<file path="src/rtl/types_amba_pkg.sv">
// AMBA APB bus types
// Address and data widths plus the request and response
// bundles that travel between the master, the decoder and the slaves

`default_nettype none

package types_amba_pkg;

localparam int APB_ADDR_WIDTH = 32;
localparam int APB_DATA_WIDTH = 32;

typedef logic [APB_ADDR_WIDTH-1:0] apb_addr_t;
typedef logic [APB_DATA_WIDTH-1:0] apb_data_t;

// Master to slave
typedef struct packed {
    apb_addr_t paddr;
    logic pwrite;
    apb_data_t pwdata;
    logic psel;                             // Setup and access phases
    logic penable;                          // Access phase only
} apb_in_type;

// Slave to master
typedef struct packed {
    apb_data_t prdata;
    logic pready;
    logic pslverr;
} apb_out_type;

endpackage: types_amba_pkg

`default_nettype wire

</file>
<file path="src/rtl/soc_cfg_pkg.sv">
// Peripheral subsystem configuration
// Address map of the APB slots, interrupt numbering and
// the device descriptor table reported by the plug-and-play block

`default_nettype none

package soc_cfg_pkg;

// Slot indices on the peripheral bus
localparam int SLOT_GPIO = 0;
localparam int SLOT_IRQCTRL = 1;
localparam int SLOT_PNP = 2;
localparam int SLOT_TOTAL = 3;

localparam int SLOT_SIZE_LOG2 = 12;         // 4 KB per slot

typedef logic [SLOT_TOTAL-1:0] slot_sel_t;
typedef logic [SLOT_SIZE_LOG2-3:0] reg_idx_t;   // Word index inside a slot

// Everything from 0x3000 up is unmapped
localparam logic [31:0] SLOT_BASE [SLOT_TOTAL] = '{32'h0000_0000, 32'h0000_1000, 32'h0000_2000};

typedef struct packed {
    logic [15:0] vid;
    logic [15:0] did;
    logic [31:0] addr_base;
} dev_config_type;

localparam logic [15:0] VENDOR_ID = 16'h00f1;
localparam logic [31:0] HW_ID = 32'h5ec0_0001;

// Ordered by slot index
localparam dev_config_type DEV_TABLE [SLOT_TOTAL] = '{
    '{vid: VENDOR_ID, did: 16'h0101, addr_base: SLOT_BASE[SLOT_GPIO]},
    '{vid: VENDOR_ID, did: 16'h0102, addr_base: SLOT_BASE[SLOT_IRQCTRL]},
    '{vid: VENDOR_ID, did: 16'h0103, addr_base: SLOT_BASE[SLOT_PNP]}
};

// Interrupt sources of the controller
localparam int IRQ_TOTAL = 16;
localparam int IRQ_GPIO_BASE = 0;
localparam int IRQ_PNP = 12;

typedef logic [IRQ_TOTAL-1:0] irq_vec_t;

endpackage: soc_cfg_pkg

`default_nettype wire

</file>
<file path="src/rtl/apb_bus1.sv">
// APB peripheral bridge decoder
// Selects one slave slot from the upper address bits, passes the
// slot offset down and returns the selected slave response.
// Unmapped addresses get an error response with zero data

`timescale 1ns/10ps
`default_nettype none

module apb_bus1 (
    input logic i_clk,
    input logic i_rst,
    input types_amba_pkg::apb_in_type i_apbi,                       // From system bus side
    output types_amba_pkg::apb_out_type o_apbo,
    output types_amba_pkg::apb_in_type o_slv_apbi [soc_cfg_pkg::SLOT_TOTAL],
    input types_amba_pkg::apb_out_type i_slv_apbo [soc_cfg_pkg::SLOT_TOTAL]
);

localparam int ADDR_LSB = soc_cfg_pkg::SLOT_SIZE_LOG2;
localparam int ADDR_MSB = $bits(types_amba_pkg::apb_addr_t) - 1;

soc_cfg_pkg::slot_sel_t slot_hit;
soc_cfg_pkg::slot_sel_t slot_sel;

always_comb
begin: decode_proc
    for (int k = 0; k < soc_cfg_pkg::SLOT_TOTAL; k++)
    begin
        slot_hit[k] = (i_apbi.paddr[ADDR_MSB:ADDR_LSB]
                       == soc_cfg_pkg::SLOT_BASE[k][ADDR_MSB:ADDR_LSB]);
    end
end: decode_proc

assign slot_sel = slot_hit & {soc_cfg_pkg::SLOT_TOTAL{i_apbi.psel}};

always_comb
begin: slave_req_proc
    for (int k = 0; k < soc_cfg_pkg::SLOT_TOTAL; k++)
    begin
        o_slv_apbi[k] = i_apbi;
        o_slv_apbi[k].paddr = types_amba_pkg::apb_addr_t'(i_apbi.paddr[ADDR_LSB-1:0]);
        o_slv_apbi[k].psel = slot_sel[k];
        o_slv_apbi[k].penable = slot_sel[k] & i_apbi.penable;
    end
end: slave_req_proc

always_comb
begin: resp_proc
    // Unmapped response unless a slot matches
    o_apbo.prdata = '0;
    o_apbo.pready = 1'b1;
    o_apbo.pslverr = 1'b1;
    for (int k = 0; k < soc_cfg_pkg::SLOT_TOTAL; k++)
    begin
        if (slot_hit[k])
        begin
            o_apbo = i_slv_apbo[k];
        end
    end
end: resp_proc

a_penable_needs_psel: assert property (
    @(posedge i_clk) disable iff (i_rst) i_apbi.penable |-> i_apbi.psel);

a_slot_onehot: assert property (
    @(posedge i_clk) disable iff (i_rst) $onehot0(slot_sel));

endmodule: apb_bus1

`default_nettype wire

</file>
<file path="src/rtl/apb_gpio.sv">
// APB GPIO block
// Output value, direction and interrupt enable registers, a two-flop
// input synchronizer and rising-edge pending bits cleared by write 1.
// Each interrupt line is the pending bit masked by its enable

`timescale 1ns/10ps
`default_nettype none

module apb_gpio #(
    parameter int gpio_width = 12
)
(
    input logic i_clk,
    input logic i_rst,
    input types_amba_pkg::apb_in_type i_apbi,
    output types_amba_pkg::apb_out_type o_apbo,
    input logic [gpio_width-1:0] i_gpio,
    output logic [gpio_width-1:0] o_gpio,
    output logic [gpio_width-1:0] o_gpio_dir,                  // 1 = output
    output logic [gpio_width-1:0] o_irq
);

typedef logic [gpio_width-1:0] gpio_vec_t;

localparam soc_cfg_pkg::reg_idx_t REG_INPUT = 'h0;      // 0x00
localparam soc_cfg_pkg::reg_idx_t REG_OUTPUT = 'h1;     // 0x04
localparam soc_cfg_pkg::reg_idx_t REG_DIR = 'h2;        // 0x08
localparam soc_cfg_pkg::reg_idx_t REG_IE = 'h3;         // 0x0C
localparam soc_cfg_pkg::reg_idx_t REG_PENDING = 'h4;    // 0x10

gpio_vec_t sync1;
gpio_vec_t sync2;
gpio_vec_t sync2_d;                         // Previous synced value for edge detect
gpio_vec_t out_r;
gpio_vec_t dir_r;
gpio_vec_t ie_r;
gpio_vec_t ip_r;
gpio_vec_t rise;
gpio_vec_t ip_clr;
soc_cfg_pkg::reg_idx_t reg_idx;
logic wr_en;

assign reg_idx = i_apbi.paddr[soc_cfg_pkg::SLOT_SIZE_LOG2-1:2];
assign wr_en = i_apbi.psel & i_apbi.penable & i_apbi.pwrite;
assign rise = sync2 & ~sync2_d;
assign ip_clr = (wr_en && reg_idx == REG_PENDING) ? i_apbi.pwdata[gpio_width-1:0] : '0;

always_ff @(posedge i_clk)
begin: regs_proc
    if (i_rst)
    begin
        sync1 <= '0;
        sync2 <= '0;
        sync2_d <= '0;
        out_r <= '0;
        dir_r <= '0;
        ie_r <= '0;
        ip_r <= '0;
    end
    else
    begin
        sync1 <= i_gpio;
        sync2 <= sync1;
        sync2_d <= sync2;
        if (wr_en && reg_idx == REG_OUTPUT)
        begin
            out_r <= i_apbi.pwdata[gpio_width-1:0];
        end
        if (wr_en && reg_idx == REG_DIR)
        begin
            dir_r <= i_apbi.pwdata[gpio_width-1:0];
        end
        if (wr_en && reg_idx == REG_IE)
        begin
            ie_r <= i_apbi.pwdata[gpio_width-1:0];
        end
        ip_r <= (ip_r & ~ip_clr) | rise;    // New edge beats the clear
    end
end: regs_proc

always_comb
begin: read_proc
    o_apbo.prdata = '0;
    o_apbo.pready = 1'b1;
    o_apbo.pslverr = 1'b0;
    case (reg_idx)
    REG_INPUT: o_apbo.prdata = types_amba_pkg::apb_data_t'(sync2);
    REG_OUTPUT: o_apbo.prdata = types_amba_pkg::apb_data_t'(out_r);
    REG_DIR: o_apbo.prdata = types_amba_pkg::apb_data_t'(dir_r);
    REG_IE: o_apbo.prdata = types_amba_pkg::apb_data_t'(ie_r);
    REG_PENDING: o_apbo.prdata = types_amba_pkg::apb_data_t'(ip_r);
    default: o_apbo.prdata = '0;
    endcase
end: read_proc

assign o_gpio = out_r;
assign o_gpio_dir = dir_r;
assign o_irq = ip_r & ie_r;

// A rising edge pends even against a write 1 clear in the same cycle
a_edge_sets_pending: assert property (
    @(posedge i_clk) disable iff (i_rst) rise != '0 |=> (ip_r & $past(rise)) == $past(rise));

endmodule: apb_gpio

`default_nettype wire

</file>
<file path="src/rtl/apb_irqctrl.sv">
// APB platform interrupt controller
// Sources set pending bits on their level every cycle. A claim read
// returns the lowest enabled pending source plus 1 and clears it.
// Machine external interrupt is raised while anything enabled is pending

`timescale 1ns/10ps
`default_nettype none

module apb_irqctrl (
    input logic i_clk,
    input logic i_rst,
    input types_amba_pkg::apb_in_type i_apbi,
    output types_amba_pkg::apb_out_type o_apbo,
    input soc_cfg_pkg::irq_vec_t i_irq_request,
    output logic o_meip
);

typedef logic [$clog2(soc_cfg_pkg::IRQ_TOTAL + 1)-1:0] claim_id_t;

localparam soc_cfg_pkg::reg_idx_t REG_PENDING = 'h0;
localparam soc_cfg_pkg::reg_idx_t REG_ENABLE = 'h1;
localparam soc_cfg_pkg::reg_idx_t REG_CLAIM = 'h2;

soc_cfg_pkg::irq_vec_t ip_r;
soc_cfg_pkg::irq_vec_t ie_r;
soc_cfg_pkg::irq_vec_t active;
soc_cfg_pkg::irq_vec_t claim_vec;           // One-hot of the claimed source
claim_id_t claim_id;
soc_cfg_pkg::reg_idx_t reg_idx;
logic access;
logic claim_rd;

assign reg_idx = i_apbi.paddr[soc_cfg_pkg::SLOT_SIZE_LOG2-1:2];
assign access = i_apbi.psel & i_apbi.penable;
assign claim_rd = access & ~i_apbi.pwrite & (reg_idx == REG_CLAIM);
assign active = ip_r & ie_r;

// Lowest index wins, so scan from the top down
always_comb
begin: claim_proc
    claim_id = '0;
    claim_vec = '0;
    for (int i = soc_cfg_pkg::IRQ_TOTAL - 1; i >= 0; i--)
    begin
        if (active[i])
        begin
            claim_id = claim_id_t'(i + 1);
            claim_vec = '0;
            claim_vec[i] = 1'b1;
        end
    end
end: claim_proc

always_ff @(posedge i_clk)
begin: regs_proc
    if (i_rst)
    begin
        ip_r <= '0;
        ie_r <= '0;
    end
    else
    begin
        // Source still high pends again right away
        ip_r <= (ip_r & ~(claim_rd ? claim_vec : '0)) | i_irq_request;
        if (access && i_apbi.pwrite && reg_idx == REG_ENABLE)
        begin
            ie_r <= i_apbi.pwdata[soc_cfg_pkg::IRQ_TOTAL-1:0];
        end
    end
end: regs_proc

always_comb
begin: read_proc
    o_apbo.prdata = '0;
    o_apbo.pready = 1'b1;
    o_apbo.pslverr = 1'b0;
    case (reg_idx)
    REG_PENDING: o_apbo.prdata = types_amba_pkg::apb_data_t'(ip_r);
    REG_ENABLE: o_apbo.prdata = types_amba_pkg::apb_data_t'(ie_r);
    REG_CLAIM: o_apbo.prdata = types_amba_pkg::apb_data_t'(claim_id);
    default: o_apbo.prdata = '0;
    endcase
end: read_proc

assign o_meip = |active;

// Claimed source whose request has dropped leaves pending
a_claim_clears: assert property (
    @(posedge i_clk) disable iff (i_rst)
    claim_rd && (claim_vec & ~i_irq_request) != '0 |=> (ip_r & $past(claim_vec)) == '0);

endmodule: apb_irqctrl

`default_nettype wire

</file>
<file path="src/rtl/apb_pnp.sv">
// APB plug-and-play block
// Read-only hardware id, slot count and device descriptor table,
// plus one software interrupt bit that drives its interrupt line

`timescale 1ns/10ps
`default_nettype none

module apb_pnp (
    input logic i_clk,
    input logic i_rst,
    input types_amba_pkg::apb_in_type i_apbi,
    output types_amba_pkg::apb_out_type o_apbo,
    output logic o_irq
);

localparam soc_cfg_pkg::reg_idx_t REG_HWID = 'h0;
localparam soc_cfg_pkg::reg_idx_t REG_SLOTS = 'h1;
localparam soc_cfg_pkg::reg_idx_t REG_SWIRQ = 'h2;
localparam int REG_TABLE = 4;               // 0x10 and up with two words per slot

soc_cfg_pkg::reg_idx_t reg_idx;
logic swirq_r;

assign reg_idx = i_apbi.paddr[soc_cfg_pkg::SLOT_SIZE_LOG2-1:2];

always_ff @(posedge i_clk)
begin: swirq_proc
    if (i_rst)
    begin
        swirq_r <= 1'b0;
    end
    else if (i_apbi.psel && i_apbi.penable && i_apbi.pwrite && reg_idx == REG_SWIRQ)
    begin
        swirq_r <= i_apbi.pwdata[0];
    end
end: swirq_proc

always_comb
begin: read_proc
    o_apbo.prdata = '0;                     // Unused offsets read 0
    o_apbo.pready = 1'b1;
    o_apbo.pslverr = 1'b0;
    case (reg_idx)
    REG_HWID: o_apbo.prdata = soc_cfg_pkg::HW_ID;
    REG_SLOTS: o_apbo.prdata = types_amba_pkg::apb_data_t'(soc_cfg_pkg::SLOT_TOTAL);
    REG_SWIRQ: o_apbo.prdata = types_amba_pkg::apb_data_t'(swirq_r);
    default:
    begin
        for (int k = 0; k < soc_cfg_pkg::SLOT_TOTAL; k++)
        begin
            if (reg_idx == soc_cfg_pkg::reg_idx_t'(REG_TABLE + 2 * k))
            begin
                o_apbo.prdata = {soc_cfg_pkg::DEV_TABLE[k].vid, soc_cfg_pkg::DEV_TABLE[k].did};
            end
            if (reg_idx == soc_cfg_pkg::reg_idx_t'(REG_TABLE + 2 * k + 1))
            begin
                o_apbo.prdata = soc_cfg_pkg::DEV_TABLE[k].addr_base;
            end
        end
    end
    endcase
end: read_proc

assign o_irq = swirq_r;

endmodule: apb_pnp

`default_nettype wire

</file>
<file path="src/rtl/periph_soc.sv">
// Peripheral subsystem top level
// APB decoder feeding GPIO, interrupt controller and plug-and-play
// slaves. GPIO and software interrupts form the controller source vector

`timescale 1ns/10ps
`default_nettype none

module periph_soc #(
    parameter int gpio_width = 12
)
(
    input logic i_sys_clk,                                  // System bus clock
    input logic i_rst,
    input types_amba_pkg::apb_in_type i_apbi,
    output types_amba_pkg::apb_out_type o_apbo,
    input logic [gpio_width-1:0] i_gpio,
    output logic [gpio_width-1:0] o_gpio,
    output logic [gpio_width-1:0] o_gpio_dir,
    output logic o_meip                                     // Machine external interrupt
);

types_amba_pkg::apb_in_type slv_apbi [soc_cfg_pkg::SLOT_TOTAL];
types_amba_pkg::apb_out_type slv_apbo [soc_cfg_pkg::SLOT_TOTAL];
logic [gpio_width-1:0] gpio_irq;
logic pnp_irq;
soc_cfg_pkg::irq_vec_t irq_vec;

apb_bus1 bus1 (
    .i_clk(i_sys_clk),
    .i_rst(i_rst),
    .i_apbi(i_apbi),
    .o_apbo(o_apbo),
    .o_slv_apbi(slv_apbi),
    .i_slv_apbo(slv_apbo)
);

apb_gpio #(
    .gpio_width(gpio_width)
) gpio0 (
    .i_clk(i_sys_clk),
    .i_rst(i_rst),
    .i_apbi(slv_apbi[soc_cfg_pkg::SLOT_GPIO]),
    .o_apbo(slv_apbo[soc_cfg_pkg::SLOT_GPIO]),
    .i_gpio(i_gpio),
    .o_gpio(o_gpio),
    .o_gpio_dir(o_gpio_dir),
    .o_irq(gpio_irq)
);

apb_irqctrl irqctrl0 (
    .i_clk(i_sys_clk),
    .i_rst(i_rst),
    .i_apbi(slv_apbi[soc_cfg_pkg::SLOT_IRQCTRL]),
    .o_apbo(slv_apbo[soc_cfg_pkg::SLOT_IRQCTRL]),
    .i_irq_request(irq_vec),
    .o_meip(o_meip)
);

apb_pnp pnp0 (
    .i_clk(i_sys_clk),
    .i_rst(i_rst),
    .i_apbi(slv_apbi[soc_cfg_pkg::SLOT_PNP]),
    .o_apbo(slv_apbo[soc_cfg_pkg::SLOT_PNP]),
    .o_irq(pnp_irq)
);

always_comb
begin: irq_proc
    irq_vec = '0;                                           // Unused sources tied low
    irq_vec[soc_cfg_pkg::IRQ_GPIO_BASE +: gpio_width] = gpio_irq;
    irq_vec[soc_cfg_pkg::IRQ_PNP] = pnp_irq;
end: irq_proc

endmodule: periph_soc

`default_nettype wire

</file>
<file path="config.mk">
export PLATFORM = sky130hd
export DESIGN_NAME = periph_soc
export DESIGN_NICKNAME = d
export VERILOG_FILES = /design/src/rtl/types_amba_pkg.sv /design/src/rtl/soc_cfg_pkg.sv /design/src/rtl/apb_bus1.sv /design/src/rtl/apb_gpio.sv /design/src/rtl/apb_irqctrl.sv /design/src/rtl/apb_pnp.sv /design/src/rtl/periph_soc.sv
export SDC_FILE = /design/constraint.sdc
export NUM_CORES = 1
export LEC_CHECK = 0
export BUFFER_PORTS_ARGS = -buffer_cell sky130_fd_sc_hd__buf_2
export CORE_MARGIN = 2
export CORE_UTILIZATION = 48
export CTS_CLUSTER_DIAMETER = 40
export DETAILED_ROUTE_END_ITERATION = 8
export PLACE_DENSITY = 0.76
export RECOVER_POWER = 50
export SLEW_MARGIN = 30
export SYNTH_ARGS = -nofsm -noshare
export SYNTH_HDL_FRONTEND = slang
export SYNTH_SLANG_ARGS = --single-unit
</file>
<file path="constraint.sdc">
create_clock -name i_sys_clk -period 2.2 [get_ports i_sys_clk]
set_input_delay 0.33 -clock i_sys_clk [delete_from_list [all_inputs] [get_ports i_sys_clk]]
set_output_delay 0.33 -clock i_sys_clk [all_outputs]
set_load 0.01 [all_outputs]
</file>
==> run_results.csv <==
group,metric,value,unit
run_status,outcome,"finished with violations",
clock_tree,clk_lat_worst_skew,0.42,ns
synth,synth_area,5500,um2
timing,worst_hold_slack,0.117,ns
route,dr.pass1.iters,8,
placement,placed_cells,916,
floorplanning,die_w,111,um
global_route,number_of_global_route_vias_before_repair,5380,
timing,maximum_clock_rate,0.403,GHz
worst_setup_path,regToRegSetupSlack,0.33,ns
worst_setup_path,worstSetupStartpointType,"input port",
clock_tree,htree_num_levels,4,
synth,postSynth.topFlopCell,"dfxtp_1",
global_route,grt_overflow,0,
timing,report.final.setup_viol,29,
global_route,groute.usage.overall,29.0,%
placement,gp_congestion,0.963,
global_route,antenna_found_initial,0,
timing,maxSlewHeadroom,-5.68,%
placement,placed_cell_area,6870,um2
route,drt.antenna.violating_nets,0,
timing,totalNegativeSetupSlack,-5.87,ns
synth,synth_top_cell_by_area,"dfxtp_1",
cells_and_area,final_cell_area,8010,um2
cells_and_area,post_route_cells_drive_above_1_share,34.4,%
timing,final_hold_viol_count,0,
cells_and_area,layout.cells.non_filler,965,
synth,syn_inst,627,
route,drt_drc_violations_left,0,
worst_setup_path,worst-endpoint-required,1.87,ns
synth,synth.avg_cell_area,8.76,um2
worst_hold_path,holdCritStartpoint,"i_gpio[6]",
power,vdd_ir_drop_max,681,uV
synth,ys_ff_latch,117,
synth,ys_top_cells_by_area,"dfxtp_1 (43%), mux2i_1 (11%), nor2_1 (6.5%)",
synth,synth_sequential_area_ratio,42.6,%
floorplanning,fp-row-count,39,
worst_hold_path,number_of_cells_on_the_worst_hold_path,2,
power,static-leakage-power,3.08,nW
clock_tree,cts.root.buffer_cell,"clkbuf_16",
global_route,grt_pass1_wl,28200,um
worst_setup_path,worstPathArrival,2.15,ns
floorplanning,design.core.area,11300,um2
worst_hold_path,hold_path.class,"input port to flop",
placement,port_buffers,114,
route,post_detailed_route_wirelength_per_cell,19.1,um
route,via_per_inst,5.83,
timing,min_period_over_period,113,%
synth,synth_warnings,0,
timing,layout_min_cycle_time,2.48,ns
clock_tree,path_clk_slew,0.06,ns
placement,setup_slack_at_placement,-0.303,ns
timing,clock-skew-final,0.0111,ns
synth,synth-edff-count,0,
cells_and_area,final_net_count,890,
worst_setup_path,timing.critical_path.to_type,"output pin",
cells_and_area,mostFrequentLayoutCell,"dfxtp_1",
route,detail_route.iter0.violations,715,
floorplanning,initial_core_util,48.8,%
power,power.density,644,nW/um2
cells_and_area,n_antenna_cell,0,
synth,asyncSetResetFlopFracSynth,0,%
floorplanning,die_height,111,um
clock_tree,cts_num_sinks,117,
clock_tree,clock_path_buffers,2,
cells_and_area,n_fill_cell,810,
clock_tree,tritoncts_clock_tree,"built",
clock_tree,cts_inserted_buffers,17,
run_status,failed_checks,"max-capacitance violations, max-slew violations, negative setup slack",
cells_and_area,area.growth.synth_to_final,45.7,%
synth,synth_top_area_share,42.6,%
timing,slack_of_the_critical_path,-0.282,ns
synth,netlist-cell-type-count,53,
cells_and_area,commonest_cells_after_routing_fill_and_taps_aside,"dfxtp_1 (116), nor2_1 (91), buf_2 (66)",
timing,rsz0062_at_grt,"yes",
timing,worst_slew_pin_slew,1.59,ns
floorplanning,pin_count,140,
worst_setup_path,timing.setup.critical_path_class,"input port to output pin",
placement,dp_hpwl,12600,um
job,max_cap_violations,1,
worst_setup_path,reg2reg_from,"irqctrl0.ip_r[5]",
global_route,grt_max_degree,55,
route,via_count,5630,
route,totalWireLength,18500,um
floorplanning,floorplan.die_area,12300,um2
worst_setup_path,crit-reg2reg-capture,"irqctrl0.ip_r[10]",
worst_setup_path,worst-r2r-cell-count,7,
worst_hold_path,min_to,"gpio0.sync1[6]",
worst_setup_path,crit_fanout,4,
timing,timing_max_transition_violations_final,40,
==> layout make-up <==
class / instances / area [um2] / share of cell area [%]
multi-input combinational: 456 / 3310 / 41.4
timing repair buffer: 207 / 1560 / 19.5
tap: 143 / 179 / 2.23
inverter: 10 / 37.5 / 0.469
sequential: 117 / 2350 / 29.3
clock buffer: 18 / 429 / 5.36
clock inverter: 14 / 143 / 1.78
==> Yosys cell counts, types with 3 or more instances <==
master	number
inv_1	10
dfxtp_1	117
a22oi_1	26
buf_2	9
nor3_4	3
a22o_1	3
o211ai_1	4
nand3_1	10
or4_1	3
a221oi_1	11
buf_4	16
o22ai_1	11
nor3_1	7
mux2i_1	59
a31oi_1	3
a222oi_1	4
o41ai_1	3
clkbuf_1	21
nand2_1	58
nor4_4	3
a21oi_1	32
nand4_1	5
or2_2	3
nor4_2	3
a311oi_1	4
nor4_1	3
nor2b_1	51
o21ai_0	17
nor2_1	95
==> metrics by stage <==
stage               utilization [%]  power, W
floorplan                         -   0.00236
global placement               61.0   0.00249
detailed placement             61.0   0.00250
CTS                            70.0   0.00516
global route                   71.1   0.00530
finish                         71.1   0.00516
==> how the worst max path moves through the flow <==
stage / startpoint / end / cells past startpoint
after global placement: i_apbi[42] / o_apbo[12] / 9
final: i_apbi[46] / o_apbo[3] / 9
after detailed placement: i_apbi[42] / o_apbo[13] / 9
after global routing: i_apbi[40] / o_apbo[10] / 9
after CTS: i_apbi[50] / o_apbo[24] / 9
after floorplan: i_apbi[53] / o_apbo[25] / 6
==> what timing repair did <==
item	4_1_cts	5_1_grt
gates cloned	1	1
hold buffers	0	0
setup buffers	10	9
pin swaps	27	22
setup endpoints to repair	28	36
gates resized for setup	72	19
==> worst max-delay path: stages <==
cell and delay, ns:
buf_2 0.12, buf_12 0.13, nor4_4 0.37, nand4_1 0.25
a21oi_2 0.22, a21boi_1 0.26, o21bai_1 0.11, a21oi_1 0.18
buf_2 0.17
==> cell families after synthesis <==
kind of cell,count (synthesis),share of synthesized area [%]
and+or+nand+nor,263,25.1
AOI/OAI and AO/OA,126,15.4
DFF,117,42.6
muxes,60,11.2
buffers and inverters,59,5.60
other,2,0.137
==> sequential cells by signal, indices dropped and copies added, names as in the netlist <==
register	count
irqctrl0.ie_r	16
irqctrl0.ip_r	16
gpio0.ie_r	12
gpio0.ip_r	12
gpio0.o_gpio	12
gpio0.o_gpio_dir	12
gpio0.sync1	12
gpio0.sync2	12
gpio0.sync2_d	12
pnp0.o_irq	1
==> routing by layer <==
metal | track usage [%] | up-vias | share of wire (%)
li1 | - | 2573 | -
met1 | 38.4 | 2722 | 42
met2 | 47.6 | 277 | 47
met3 | 4.10 | 58 | 7.4
met4 | 12.3 | 0 | 3.3
met5 | 0 | - | 0
==> report_power, final <==
group          leakage, nW  switching [W]  internal [W]
registers            0.951      0.0000222       0.00216
clock network        0.276        0.00109       0.00159
logic                 1.85       0.000171      0.000134
total                 3.08        0.00128       0.00388
Note: power is estimated with default switching activity, not from simulation.
